## src/include/id_macros.svh

```systemverilog
`ifndef ID_MACROS_SVH
`define ID_MACROS_SVH

`define XLEN 64 // data path width
`define ILEN 32 // instruction word width
`define REG_AW 5 // register address width
`define NUM_REGS 32

// base opcodes, bits [6:0]
`define OPC_LUI 7'b0110111
`define OPC_AUIPC 7'b0010111
`define OPC_JAL 7'b1101111
`define OPC_JALR 7'b1100111
`define OPC_BRANCH 7'b1100011
`define OPC_LOAD 7'b0000011
`define OPC_STORE 7'b0100011
`define OPC_OP_IMM 7'b0010011
`define OPC_OP 7'b0110011
`define OPC_OP_IMM_32 7'b0011011 // rv64 word forms
`define OPC_OP_32 7'b0111011

// funct3 for OP, OP-IMM and word forms
`define F3_ADD_SUB 3'b000
`define F3_SLL 3'b001
`define F3_SLT 3'b010
`define F3_SLTU 3'b011
`define F3_XOR 3'b100
`define F3_SR 3'b101 // srl/sra, split by funct7
`define F3_OR 3'b110
`define F3_AND 3'b111
`define F3_JALR 3'b000

// branch conditions
`define F3_BEQ 3'b000
`define F3_BNE 3'b001
`define F3_BLT 3'b100
`define F3_BGE 3'b101
`define F3_BLTU 3'b110
`define F3_BGEU 3'b111

// load / store widths
`define F3_LB 3'b000
`define F3_LH 3'b001
`define F3_LW 3'b010
`define F3_LD 3'b011
`define F3_LBU 3'b100
`define F3_LHU 3'b101
`define F3_LWU 3'b110
`define F3_SB 3'b000
`define F3_SH 3'b001
`define F3_SW 3'b010
`define F3_SD 3'b011

`define F7_BASE 7'b0000000
`define F7_ALT 7'b0100000 // sub / sra

`endif

```

## src/rtl/id_pkg.sv

```systemverilog
`include "id_macros.svh"

package id_pkg;

	// R-type field layout
	typedef struct packed {
		logic [6:0] funct7;
		logic [`REG_AW-1:0] rs2;
		logic [`REG_AW-1:0] rs1;
		logic [2:0] funct3;
		logic [`REG_AW-1:0] rd;
		logic [6:0] opcode;
	} instr_r_t;

	// I-type field layout, immediate in the top 12 bits
	typedef struct packed {
		logic [11:0] imm12;
		logic [`REG_AW-1:0] rs1;
		logic [2:0] funct3;
		logic [`REG_AW-1:0] rd;
		logic [6:0] opcode;
	} instr_i_t;

	typedef union packed {
		instr_r_t r; // decoder view
		instr_i_t i; // immediate / register read view
	} instr_t;

	typedef enum logic [2:0] {
		FMT_R, FMT_I, FMT_S, FMT_B, FMT_U, FMT_J
	} fmt_e;

	typedef enum logic [3:0] {
		ADD, SUB, SLL, SLT, SLTU, XOR, SRL, SRA, OR, AND, LUI, AUIPC
	} alu_op_e;

	typedef enum logic [2:0] {
		BEQ, BNE, BLT, BGE, BLTU, BGEU
	} br_type_e;

	typedef enum logic [1:0] {
		B, HW, W, DW
	} mem_unit_e;

	typedef enum logic [1:0] {
		NONE, RS1, RS1_RS2
	} chk_regs_e;

	typedef struct packed {
		logic en;
		logic [`REG_AW-1:0] addr;
		logic [`XLEN-1:0] data;
	} wb_wr_t;

	// source operands seen by the stall unit
	typedef struct packed {
		logic [`REG_AW-1:0] rs1;
		logic [`REG_AW-1:0] rs2;
		chk_regs_e check;
	} hazard_t;

	typedef struct packed {
		logic valid; // legal encoding
		fmt_e format;
		alu_op_e alu_op;
		logic alu_src; // second operand is imm
		logic is_branch;
		br_type_e br_type;
		logic mem_rd;
		logic mem_wr;
		logic mem_to_reg;
		mem_unit_e mem_unit;
		logic mem_signed;
		logic rf_wr;
		logic [`REG_AW-1:0] rf_wr_addr;
		logic word_op; // 32-bit op, result sign-extended
	} dec_ctrl_t;

	typedef struct packed {
		dec_ctrl_t ctrl;
		logic [`XLEN-1:0] pc;
		logic [`XLEN-1:0] rs1_data;
		logic [`XLEN-1:0] rs2_data;
		logic [`XLEN-1:0] imm;
	} id_out_t;

endpackage

```

## src/rtl/id_stage.sv

```systemverilog
`include "id_macros.svh"

module id_stage (
	input logic clk,
	input logic rst_n,
	input id_pkg::instr_t i_if_instr,
	input logic i_if_valid,
	input logic [`XLEN-1:0] i_if_pc,
	input logic i_ex_ready,
	input logic i_ex_branch_taken,
	input logic i_ex_jump_taken,
	input id_pkg::wb_wr_t i_wb,
	output logic o_id_ready,
	output id_pkg::hazard_t o_hazard,
	output id_pkg::id_out_t o_id2ex
);

	logic [`XLEN-1:0] rs1_data;
	logic [`XLEN-1:0] rs2_data;
	logic [`XLEN-1:0] imm;
	id_pkg::dec_ctrl_t ctrl;
	id_pkg::chk_regs_e check;
	id_pkg::id_out_t id2ex_d;
	logic accept; // slot moves on to execute

	regfile_2r1w u_regfile (
		.clk(clk),
		.i_raddr_a(i_if_instr.i.rs1),
		.i_raddr_b(i_if_instr.r.rs2),
		.i_wb(i_wb),
		.o_rdata_a(rs1_data),
		.o_rdata_b(rs2_data)
	);

	instr_decoder u_decoder (
		.i_instr(i_if_instr),
		.o_ctrl(ctrl),
		.o_check(check)
	);

	imm_gen u_imm_gen (
		.i_instr(i_if_instr),
		.i_format(ctrl.format),
		.o_imm(imm)
	);

	assign accept = i_if_valid && i_ex_ready && !i_ex_branch_taken && !i_ex_jump_taken;

	assign id2ex_d.ctrl = ctrl;
	assign id2ex_d.pc = i_if_pc;
	assign id2ex_d.rs1_data = rs1_data;
	assign id2ex_d.rs2_data = rs2_data;
	assign id2ex_d.imm = imm;

	// back-pressure and flushes both turn into a bubble, fetch re-presents
	always_ff @(posedge clk or negedge rst_n) begin
		if (!rst_n) begin
			o_id2ex <= '0;
		end else if (accept) begin
			o_id2ex <= id2ex_d;
		end else begin
			o_id2ex <= '0;
		end
	end

	assign o_id_ready = i_ex_ready; // fetch stalls with execute

	assign o_hazard.rs1 = i_if_instr.i.rs1;
	assign o_hazard.rs2 = i_if_instr.r.rs2;
	assign o_hazard.check = check;

	a_flush_gives_bubble: assert property (
		@(posedge clk) disable iff (!rst_n)
		(i_ex_branch_taken || i_ex_jump_taken) |=> !o_id2ex.ctrl.valid
	) else $error("valid slot passed to execute after a flush");

endmodule

```

## src/rtl/imm_gen.sv

```systemverilog
`include "id_macros.svh"

module imm_gen (
	input id_pkg::instr_t i_instr,
	input id_pkg::fmt_e i_format,
	output logic [`XLEN-1:0] o_imm
);

	logic sign; // instr[31] for every format

	assign sign = i_instr.i.imm12[11];

	// instr[11:7] is rd, instr[19:12] is {rs1, funct3} in the I view
	always_comb begin
		case (i_format)
			id_pkg::FMT_I: begin
				o_imm = {{(`XLEN-12){sign}}, i_instr.i.imm12};
			end
			id_pkg::FMT_S: begin
				o_imm = {{(`XLEN-12){sign}}, i_instr.i.imm12[11:5], i_instr.i.rd};
			end
			id_pkg::FMT_B: begin
				o_imm = {{(`XLEN-13){sign}}, sign,
					i_instr.i.rd[0], // instr[7]
					i_instr.i.imm12[10:5],
					i_instr.i.rd[4:1],
					1'b0};
			end
			id_pkg::FMT_U: begin
				o_imm = {{(`XLEN-`ILEN){sign}}, i_instr.i.imm12, i_instr.i.rs1,
					i_instr.i.funct3, 12'b0};
			end
			id_pkg::FMT_J: begin
				o_imm = {{(`XLEN-21){sign}}, sign,
					i_instr.i.rs1, i_instr.i.funct3, // instr[19:12]
					i_instr.i.imm12[0], // instr[20]
					i_instr.i.imm12[10:1],
					1'b0};
			end
			default: begin
				o_imm = '0; // R format has no immediate
			end
		endcase
	end

endmodule

```

## src/rtl/instr_decoder.sv

```systemverilog
`include "id_macros.svh"

module instr_decoder (
	input id_pkg::instr_t i_instr,
	output id_pkg::dec_ctrl_t o_ctrl,
	output id_pkg::chk_regs_e o_check
);

	logic [6:0] opcode;
	logic [2:0] funct3;
	logic [6:0] funct7;
	logic word_form; // OP-32 / OP-IMM-32
	logic shamt_hi_ok; // shamt[5] only legal on 64-bit shifts

	assign opcode = i_instr.r.opcode;
	assign funct3 = i_instr.r.funct3;
	assign funct7 = i_instr.r.funct7;
	assign word_form = (opcode == `OPC_OP_32) || (opcode == `OPC_OP_IMM_32);
	assign shamt_hi_ok = !(word_form && funct7[0]);

	always_comb begin
		o_ctrl = '0; // unmatched opcode stays invalid
		o_check = id_pkg::NONE;
		case (opcode)
			`OPC_LUI: begin
				o_ctrl.valid = 1'b1;
				o_ctrl.format = id_pkg::FMT_U;
				o_ctrl.alu_op = id_pkg::LUI;
				o_ctrl.alu_src = 1'b1;
				o_ctrl.rf_wr = 1'b1;
			end
			`OPC_AUIPC: begin
				o_ctrl.valid = 1'b1;
				o_ctrl.format = id_pkg::FMT_U;
				o_ctrl.alu_op = id_pkg::AUIPC;
				o_ctrl.alu_src = 1'b1;
				o_ctrl.rf_wr = 1'b1;
			end
			`OPC_JAL: begin
				o_ctrl.valid = 1'b1;
				o_ctrl.format = id_pkg::FMT_J;
				o_ctrl.alu_op = id_pkg::ADD; // link address
				o_ctrl.alu_src = 1'b1;
				o_ctrl.is_branch = 1'b1;
				o_ctrl.rf_wr = 1'b1;
			end
			`OPC_JALR: begin
				o_ctrl.valid = (funct3 == `F3_JALR);
				o_ctrl.format = id_pkg::FMT_I;
				o_ctrl.alu_op = id_pkg::ADD;
				o_ctrl.alu_src = 1'b1;
				o_ctrl.is_branch = 1'b1;
				o_ctrl.rf_wr = o_ctrl.valid;
				o_check = id_pkg::RS1;
			end
			`OPC_BRANCH: begin
				o_ctrl.valid = 1'b1;
				o_ctrl.format = id_pkg::FMT_B;
				o_ctrl.alu_op = id_pkg::SUB; // compare by subtract
				o_ctrl.is_branch = 1'b1;
				o_check = id_pkg::RS1_RS2;
				case (funct3)
					`F3_BEQ: o_ctrl.br_type = id_pkg::BEQ;
					`F3_BNE: o_ctrl.br_type = id_pkg::BNE;
					`F3_BLT: o_ctrl.br_type = id_pkg::BLT;
					`F3_BGE: o_ctrl.br_type = id_pkg::BGE;
					`F3_BLTU: o_ctrl.br_type = id_pkg::BLTU;
					`F3_BGEU: o_ctrl.br_type = id_pkg::BGEU;
					default: o_ctrl.valid = 1'b0; // funct3 2 and 3
				endcase
			end
			`OPC_OP_IMM, `OPC_OP_IMM_32: begin
				o_ctrl.valid = 1'b1;
				o_ctrl.format = id_pkg::FMT_I;
				o_ctrl.alu_src = 1'b1;
				o_ctrl.word_op = word_form;
				o_check = id_pkg::RS1;
				case (funct3)
					`F3_ADD_SUB: begin
						o_ctrl.alu_op = id_pkg::ADD;
					end
					`F3_SLL: begin
						o_ctrl.alu_op = id_pkg::SLL;
						o_ctrl.valid = (funct7[6:1] == '0) && shamt_hi_ok;
					end
					`F3_SR: begin
						if (funct7[5]) begin
							o_ctrl.alu_op = id_pkg::SRA;
						end else begin
							o_ctrl.alu_op = id_pkg::SRL;
						end
						o_ctrl.valid = !funct7[6] && (funct7[4:1] == '0) && shamt_hi_ok;
					end
					`F3_SLT: begin
						o_ctrl.alu_op = id_pkg::SLT;
						o_ctrl.valid = !word_form;
					end
					`F3_SLTU: begin
						o_ctrl.alu_op = id_pkg::SLTU;
						o_ctrl.valid = !word_form;
					end
					`F3_XOR: begin
						o_ctrl.alu_op = id_pkg::XOR;
						o_ctrl.valid = !word_form;
					end
					`F3_OR: begin
						o_ctrl.alu_op = id_pkg::OR;
						o_ctrl.valid = !word_form;
					end
					default: begin
						o_ctrl.alu_op = id_pkg::AND;
						o_ctrl.valid = !word_form;
					end
				endcase
				o_ctrl.rf_wr = o_ctrl.valid;
			end
			`OPC_OP, `OPC_OP_32: begin
				o_ctrl.valid = 1'b1;
				o_ctrl.format = id_pkg::FMT_R;
				o_ctrl.word_op = word_form;
				o_check = id_pkg::RS1_RS2;
				case (funct3)
					`F3_ADD_SUB: begin
						if (funct7 == `F7_ALT) begin
							o_ctrl.alu_op = id_pkg::SUB;
						end else begin
							o_ctrl.alu_op = id_pkg::ADD;
							o_ctrl.valid = (funct7 == `F7_BASE);
						end
					end
					`F3_SR: begin
						if (funct7 == `F7_ALT) begin
							o_ctrl.alu_op = id_pkg::SRA;
						end else begin
							o_ctrl.alu_op = id_pkg::SRL;
							o_ctrl.valid = (funct7 == `F7_BASE);
						end
					end
					`F3_SLL: begin
						o_ctrl.alu_op = id_pkg::SLL;
						o_ctrl.valid = (funct7 == `F7_BASE);
					end
					`F3_SLT: o_ctrl.alu_op = id_pkg::SLT;
					`F3_SLTU: o_ctrl.alu_op = id_pkg::SLTU;
					`F3_XOR: o_ctrl.alu_op = id_pkg::XOR;
					`F3_OR: o_ctrl.alu_op = id_pkg::OR;
					default: o_ctrl.alu_op = id_pkg::AND;
				endcase
				// logic ops and compares have no word form
				if (funct3 != `F3_ADD_SUB && funct3 != `F3_SR && funct3 != `F3_SLL) begin
					o_ctrl.valid = (funct7 == `F7_BASE) && !word_form;
				end
				o_ctrl.rf_wr = o_ctrl.valid;
			end
			`OPC_LOAD: begin
				o_ctrl.valid = 1'b1;
				o_ctrl.format = id_pkg::FMT_I;
				o_ctrl.alu_op = id_pkg::ADD; // address = rs1 + imm
				o_ctrl.alu_src = 1'b1;
				o_ctrl.mem_signed = 1'b1;
				o_check = id_pkg::RS1;
				case (funct3)
					`F3_LB: o_ctrl.mem_unit = id_pkg::B;
					`F3_LH: o_ctrl.mem_unit = id_pkg::HW;
					`F3_LW: o_ctrl.mem_unit = id_pkg::W;
					`F3_LD: o_ctrl.mem_unit = id_pkg::DW;
					`F3_LBU: begin
						o_ctrl.mem_unit = id_pkg::B;
						o_ctrl.mem_signed = 1'b0;
					end
					`F3_LHU: begin
						o_ctrl.mem_unit = id_pkg::HW;
						o_ctrl.mem_signed = 1'b0;
					end
					`F3_LWU: begin
						o_ctrl.mem_unit = id_pkg::W;
						o_ctrl.mem_signed = 1'b0;
					end
					default: o_ctrl.valid = 1'b0; // no LDU in rv64
				endcase
				o_ctrl.mem_rd = o_ctrl.valid;
				o_ctrl.mem_to_reg = o_ctrl.valid;
				o_ctrl.rf_wr = o_ctrl.valid;
			end
			`OPC_STORE: begin
				o_ctrl.valid = 1'b1;
				o_ctrl.format = id_pkg::FMT_S;
				o_ctrl.alu_op = id_pkg::ADD;
				o_ctrl.alu_src = 1'b1;
				o_check = id_pkg::RS1_RS2; // rs2 is the store data
				case (funct3)
					`F3_SB: o_ctrl.mem_unit = id_pkg::B;
					`F3_SH: o_ctrl.mem_unit = id_pkg::HW;
					`F3_SW: o_ctrl.mem_unit = id_pkg::W;
					`F3_SD: o_ctrl.mem_unit = id_pkg::DW;
					default: o_ctrl.valid = 1'b0;
				endcase
				o_ctrl.mem_wr = o_ctrl.valid;
			end
			default: begin
				o_ctrl.valid = 1'b0;
			end
		endcase
		if (o_ctrl.rf_wr) begin
			o_ctrl.rf_wr_addr = i_instr.r.rd;
		end
	end

	// holds across every opcode group, each sets its own write enables
	a_invalid_no_write: assert property (
		@(i_instr) !o_ctrl.valid |-> (!o_ctrl.rf_wr && !o_ctrl.mem_wr)
	) else $error("illegal encoding with a write enable set");

endmodule

```

## src/rtl/regfile_2r1w.sv

```systemverilog
`include "id_macros.svh"

module regfile_2r1w (
	input logic clk,
	input logic [`REG_AW-1:0] i_raddr_a,
	input logic [`REG_AW-1:0] i_raddr_b,
	input id_pkg::wb_wr_t i_wb,
	output logic [`XLEN-1:0] o_rdata_a,
	output logic [`XLEN-1:0] o_rdata_b
);

	logic [`XLEN-1:0] regs [1:`NUM_REGS-1]; // x0 has no storage

	always_ff @(posedge clk) begin
		if (i_wb.en && (i_wb.addr != '0)) begin
			regs[i_wb.addr] <= i_wb.data;
		end
	end

	// stored contents only, a write in this cycle shows next cycle
	always_comb begin
		o_rdata_a = '0;
		o_rdata_b = '0;
		if (i_raddr_a != '0) begin
			o_rdata_a = regs[i_raddr_a];
		end
		if (i_raddr_b != '0) begin
			o_rdata_b = regs[i_raddr_b];
		end
	end

	a_x0_reads_zero: assert property (
		@(posedge clk)
		((i_raddr_a == '0) |-> (o_rdata_a == '0)) and
		((i_raddr_b == '0) |-> (o_rdata_b == '0))
	) else $error("x0 read returned nonzero data");

endmodule

```

## config.mk

```make
export PLATFORM = sky130hd
export DESIGN_NAME = id_stage
export DESIGN_NICKNAME = d
export VERILOG_FILES = /design/src/rtl/id_pkg.sv /design/src/rtl/id_stage.sv /design/src/rtl/imm_gen.sv /design/src/rtl/instr_decoder.sv /design/src/rtl/regfile_2r1w.sv
export VERILOG_INCLUDE_DIRS = /design/src /design/src/include
export SDC_FILE = /design/constraint.sdc
export NUM_CORES = 2
export LEC_CHECK = 0
export BUFFER_PORTS_ARGS = -buffer_cell sky130_fd_sc_hd__buf_2
export CAP_MARGIN = 20
export CORE_MARGIN = 8
export CORE_UTILIZATION = 52
export CTS_BUF_LIST = sky130_fd_sc_hd__clkbuf_4 sky130_fd_sc_hd__clkbuf_8
export DETAILED_ROUTE_END_ITERATION = 8
export PLACE_DENSITY = 0.69
export SLEW_MARGIN = 20
export SYNTH_ARGS = -nofsm -noshare
export SYNTH_HDL_FRONTEND = slang
export SYNTH_SLANG_ARGS = --single-unit
```

## constraint.sdc

```tcl
create_clock -name clk -period 2.01 [get_ports clk]
set_input_delay 0.201 -clock clk [delete_from_list [all_inputs] [get_ports clk]]
set_output_delay 0.201 -clock clk [all_outputs]
set_load 0.05 [all_outputs]
```

==> results.cfg <==
[sta]
finalMaxSlewViolations = 0
rsz0062_at_grt = yes
relSlewSlack_pct = 34.4
setup_viol = 45
clock.fmax_mhz = 460
finalHoldViolations = 0
worst_clock_skew_ns = 0.0691
setup_tns_ns = -5.89
whs_ns = 0.0703
final.min_clock_period_ns = 2.17
finalWorstSetupSlack_ns = -0.164
fin_crit_sh_pct = 108
worst_slew_pin_slew_ns = 0.980

[place]
place_area_mm2 = 0.111
io_buffers = 466
dp.final_hpwl_um = 204000
gp_congestion = 0.920

[route]
drtIter0Drc = 8966
routed_via_density = 6.79
drt_first_pass_iters = 8
drt_wl_total_um = 329000
dr_total_vias = 64400
drc = 0
postRouteAntennaNets = 0
wl_per_cell_um = 34.8

[synthesis]
seq_area_frac_synth_pct = 66.0
synth_cell_type_count = 58
synth_ff_type = edfxtp_1
synth_seq_cells = 2233
netlist_area_mm2 = 0.0997
syn_avg_cell_area_um2 = 18.7
yosysWarningCount = 0
ys_async_sr_fraction_pct = 11.2
syn_nets = 5510
synth_edf_count = 1984
synth_area_leaders = edfxtp_1 (60%), mux4_2 (19%), dfrtp_1 (6.2%)
syn_inst = 5338
synth_top_cell_area_share_pct = 59.7
yosysTopAreaCell = edfxtp_1

[grt]
grt_pass1_wl_um = 463000
gr-usage-all-layers_pct = 31.1
grt_pass1_vias = 65000
grt_start_max_net_pins = 70
antenna_found_initial = 21
overflow = 0

[final_layout]
multi_input_area_mm2 = 0.0319
layout-drive-gt1-share_pct = 38.1
fill_cells = 12600
final_cell_area_mm2 = 0.123
regArea_mm2 = 0.0659
nNetsFinal = 6834
syn_to_final_growth_pct = 23.2

[pwr]
total_power_uw = 102000
p_per_area_mw_per_mm2 = 828
ir_worst_vdd_v = 0.000757
leakage_uw = 0.0444

[floorplanning]
dieHeight_um = 454
die_area_mm2 = 0.206
core_area_mm2 = 0.190
start_util_pct = 52.4
io_pins = 467
rows = 160
die_w_um = 454

[setup_path]
critPathRequiredTime_ns = 1.81
cp_max_fo = 17
r2r_slack_ns = 0.10
endpoint_kind = output pin
arrival_ns = 1.97
start_kind = flop
path_class = reg -> out

[status]
violations = setup timing
outcome = complete, but fails checks

[cts]
htree_levels = 5
clkSinkCount = 2233
clock_latency_ns = 1.09
cts.path.max_buffers = 4
clk_pin_slew_worst_paths_ns = 0.08
cts-root-buf = clkbuf_8
cts_tree = done
cts_buffers = 374

[flow_run]
max_cap_violations = 0

[worst_hold_path]
hold_path_class = in -> reg
==> stage by stage <==
stage | util [%] | setup WS (ns) | cells
detailed placement | 58.4 | -0.381 | 8465
CTS | 64.5 | -0.186 | 9463
floorplan | - | -0.0426 | 5338
global route | 64.5 | -0.207 | 9473
finish | 64.5 | -0.164 | 9480
global placement | 58.4 | -0.349 | 8465
==> flip-flops by register name, indices dropped and copies added (netlist names) <==
signal / count
u_regfile.regs: 1984
o_id2ex: 249
==> cells in the mapped netlist, types with 95 or more instances <==
cell	instances
mux4_2	832
buf_4	96
edfxtp_1	1984
clkbuf_1	173
a21oi_1	189
dfrtp_1	249
a22oi_1	113
buf_2	107
mux2i_1	486
o22ai_1	194
nor2_1	205
nand2_1	95
==> metal layers <==
layer	GRT usage [%]	vias to the layer above	wire length, um
met5	0	-	99
met1	41.6	33500	119000
met4	13.1	16	15600
met3	7.42	939	39100
li1	-	25100	-
met2	49.5	4856	156000
==> final timing paths <==
| kind | from | endpoint | cells after the start |
|---|---|---|---|
| setup / recovery | o_id2ex[62] | o_id2ex[57] | 2 |
| hold / removal | i_if_instr[21] | o_id2ex[89] | 6 |
| setup reg to reg | u_regfile.regs[23][55] | o_id2ex[119] | 4 |
| hold reg to reg | u_regfile.regs[1][46] | o_id2ex[110] | 2 |
| max in group asynchronous | rst_n | o_id2ex[210] | 6 |
| min in group asynchronous | rst_n | o_id2ex[250] | 4 |
==> final cells by class <==
class | instances | area share [%]
Clock buffer | 528 | 5.31
Timing Repair Buffer | 1400 | 11.7
Tap cell | 2511 | 2.56
Sequential cell | 2233 | 53.6
Antenna cell | 14 | 0.0285
Multi-Input combinational cell | 2647 | 26.0
Inverter | 6 | 0.0204
Clock inverter | 141 | 0.851
==> placed cells by master, fill, tap and decap left out, drive strengths merged, types with 6 or more instances in the layout <==
cell type / Yosys / final
mux2: 24 / 24
and2: 70 / 70
nor3: 14 / 14
dlygate4sd3: 0 / 322
nand3: 41 / 41
clkinv: 0 / 113
a21oi: 189 / 189
o22a: 10 / 10
a21o: 32 / 32
a22oi: 113 / 113
inv: 6 / 8
nand2b: 11 / 11
mux2i: 486 / 486
diode: 0 / 14
nor3b: 6 / 6
nor2: 207 / 207
nor2b: 14 / 14
bufinv: 0 / 15
clkinvlp: 0 / 11
a211o: 21 / 21
dfrtp: 249 / 249
buf: 279 / 1071
edfxtp: 1984 / 1984
o22ai: 194 / 194
mux4: 832 / 832
clkbuf: 173 / 530
o21ai: 34 / 34
o2bb2ai: 9 / 9
nand2: 95 / 95
and3: 17 / 17
or2: 68 / 68
a211oi: 91 / 91
o221ai: 26 / 26
a221oi: 13 / 13
==> worst max-delay path, stage by stage, from the launching register on <==
cell and delay [ns]:
dfrtp_4 0.52, buf_12 0.18, buf_6 0.16
==> power by group <==
group          switching [uW]  total (uW)  internal [uW]
clock                   18500       41400          22900
sequential                285       51400          51100
combinational            4890        8890           4010
==> cells by family after synthesis <==
group,Yosys count,share of synthesized area (%)
buffers and inverters,458,2.43
flip-flops,2233,66.0
XOR/XNOR,1,0.00878
AO/OA/AOI/OAI,746,4.92
AND/OR/NAND/NOR,557,2.70
multiplexers,1342,23.9
adder cells (fa/ha/maj),1,0.0100
==> what timing repair did <==
| action | CTS | global route |
|---|---|---|
| endpoints found under the hold margin | 3484 | 6 |
| pin swaps | 0 | 1 |
| gates resized for setup | 222 | 31 |
| buffers inserted | 2 | 2 |
| setup endpoints to repair | 111 | 85 |
| hold buffers | 327 | 6 |
Note: power is estimated with default switching activity, not from simulation.
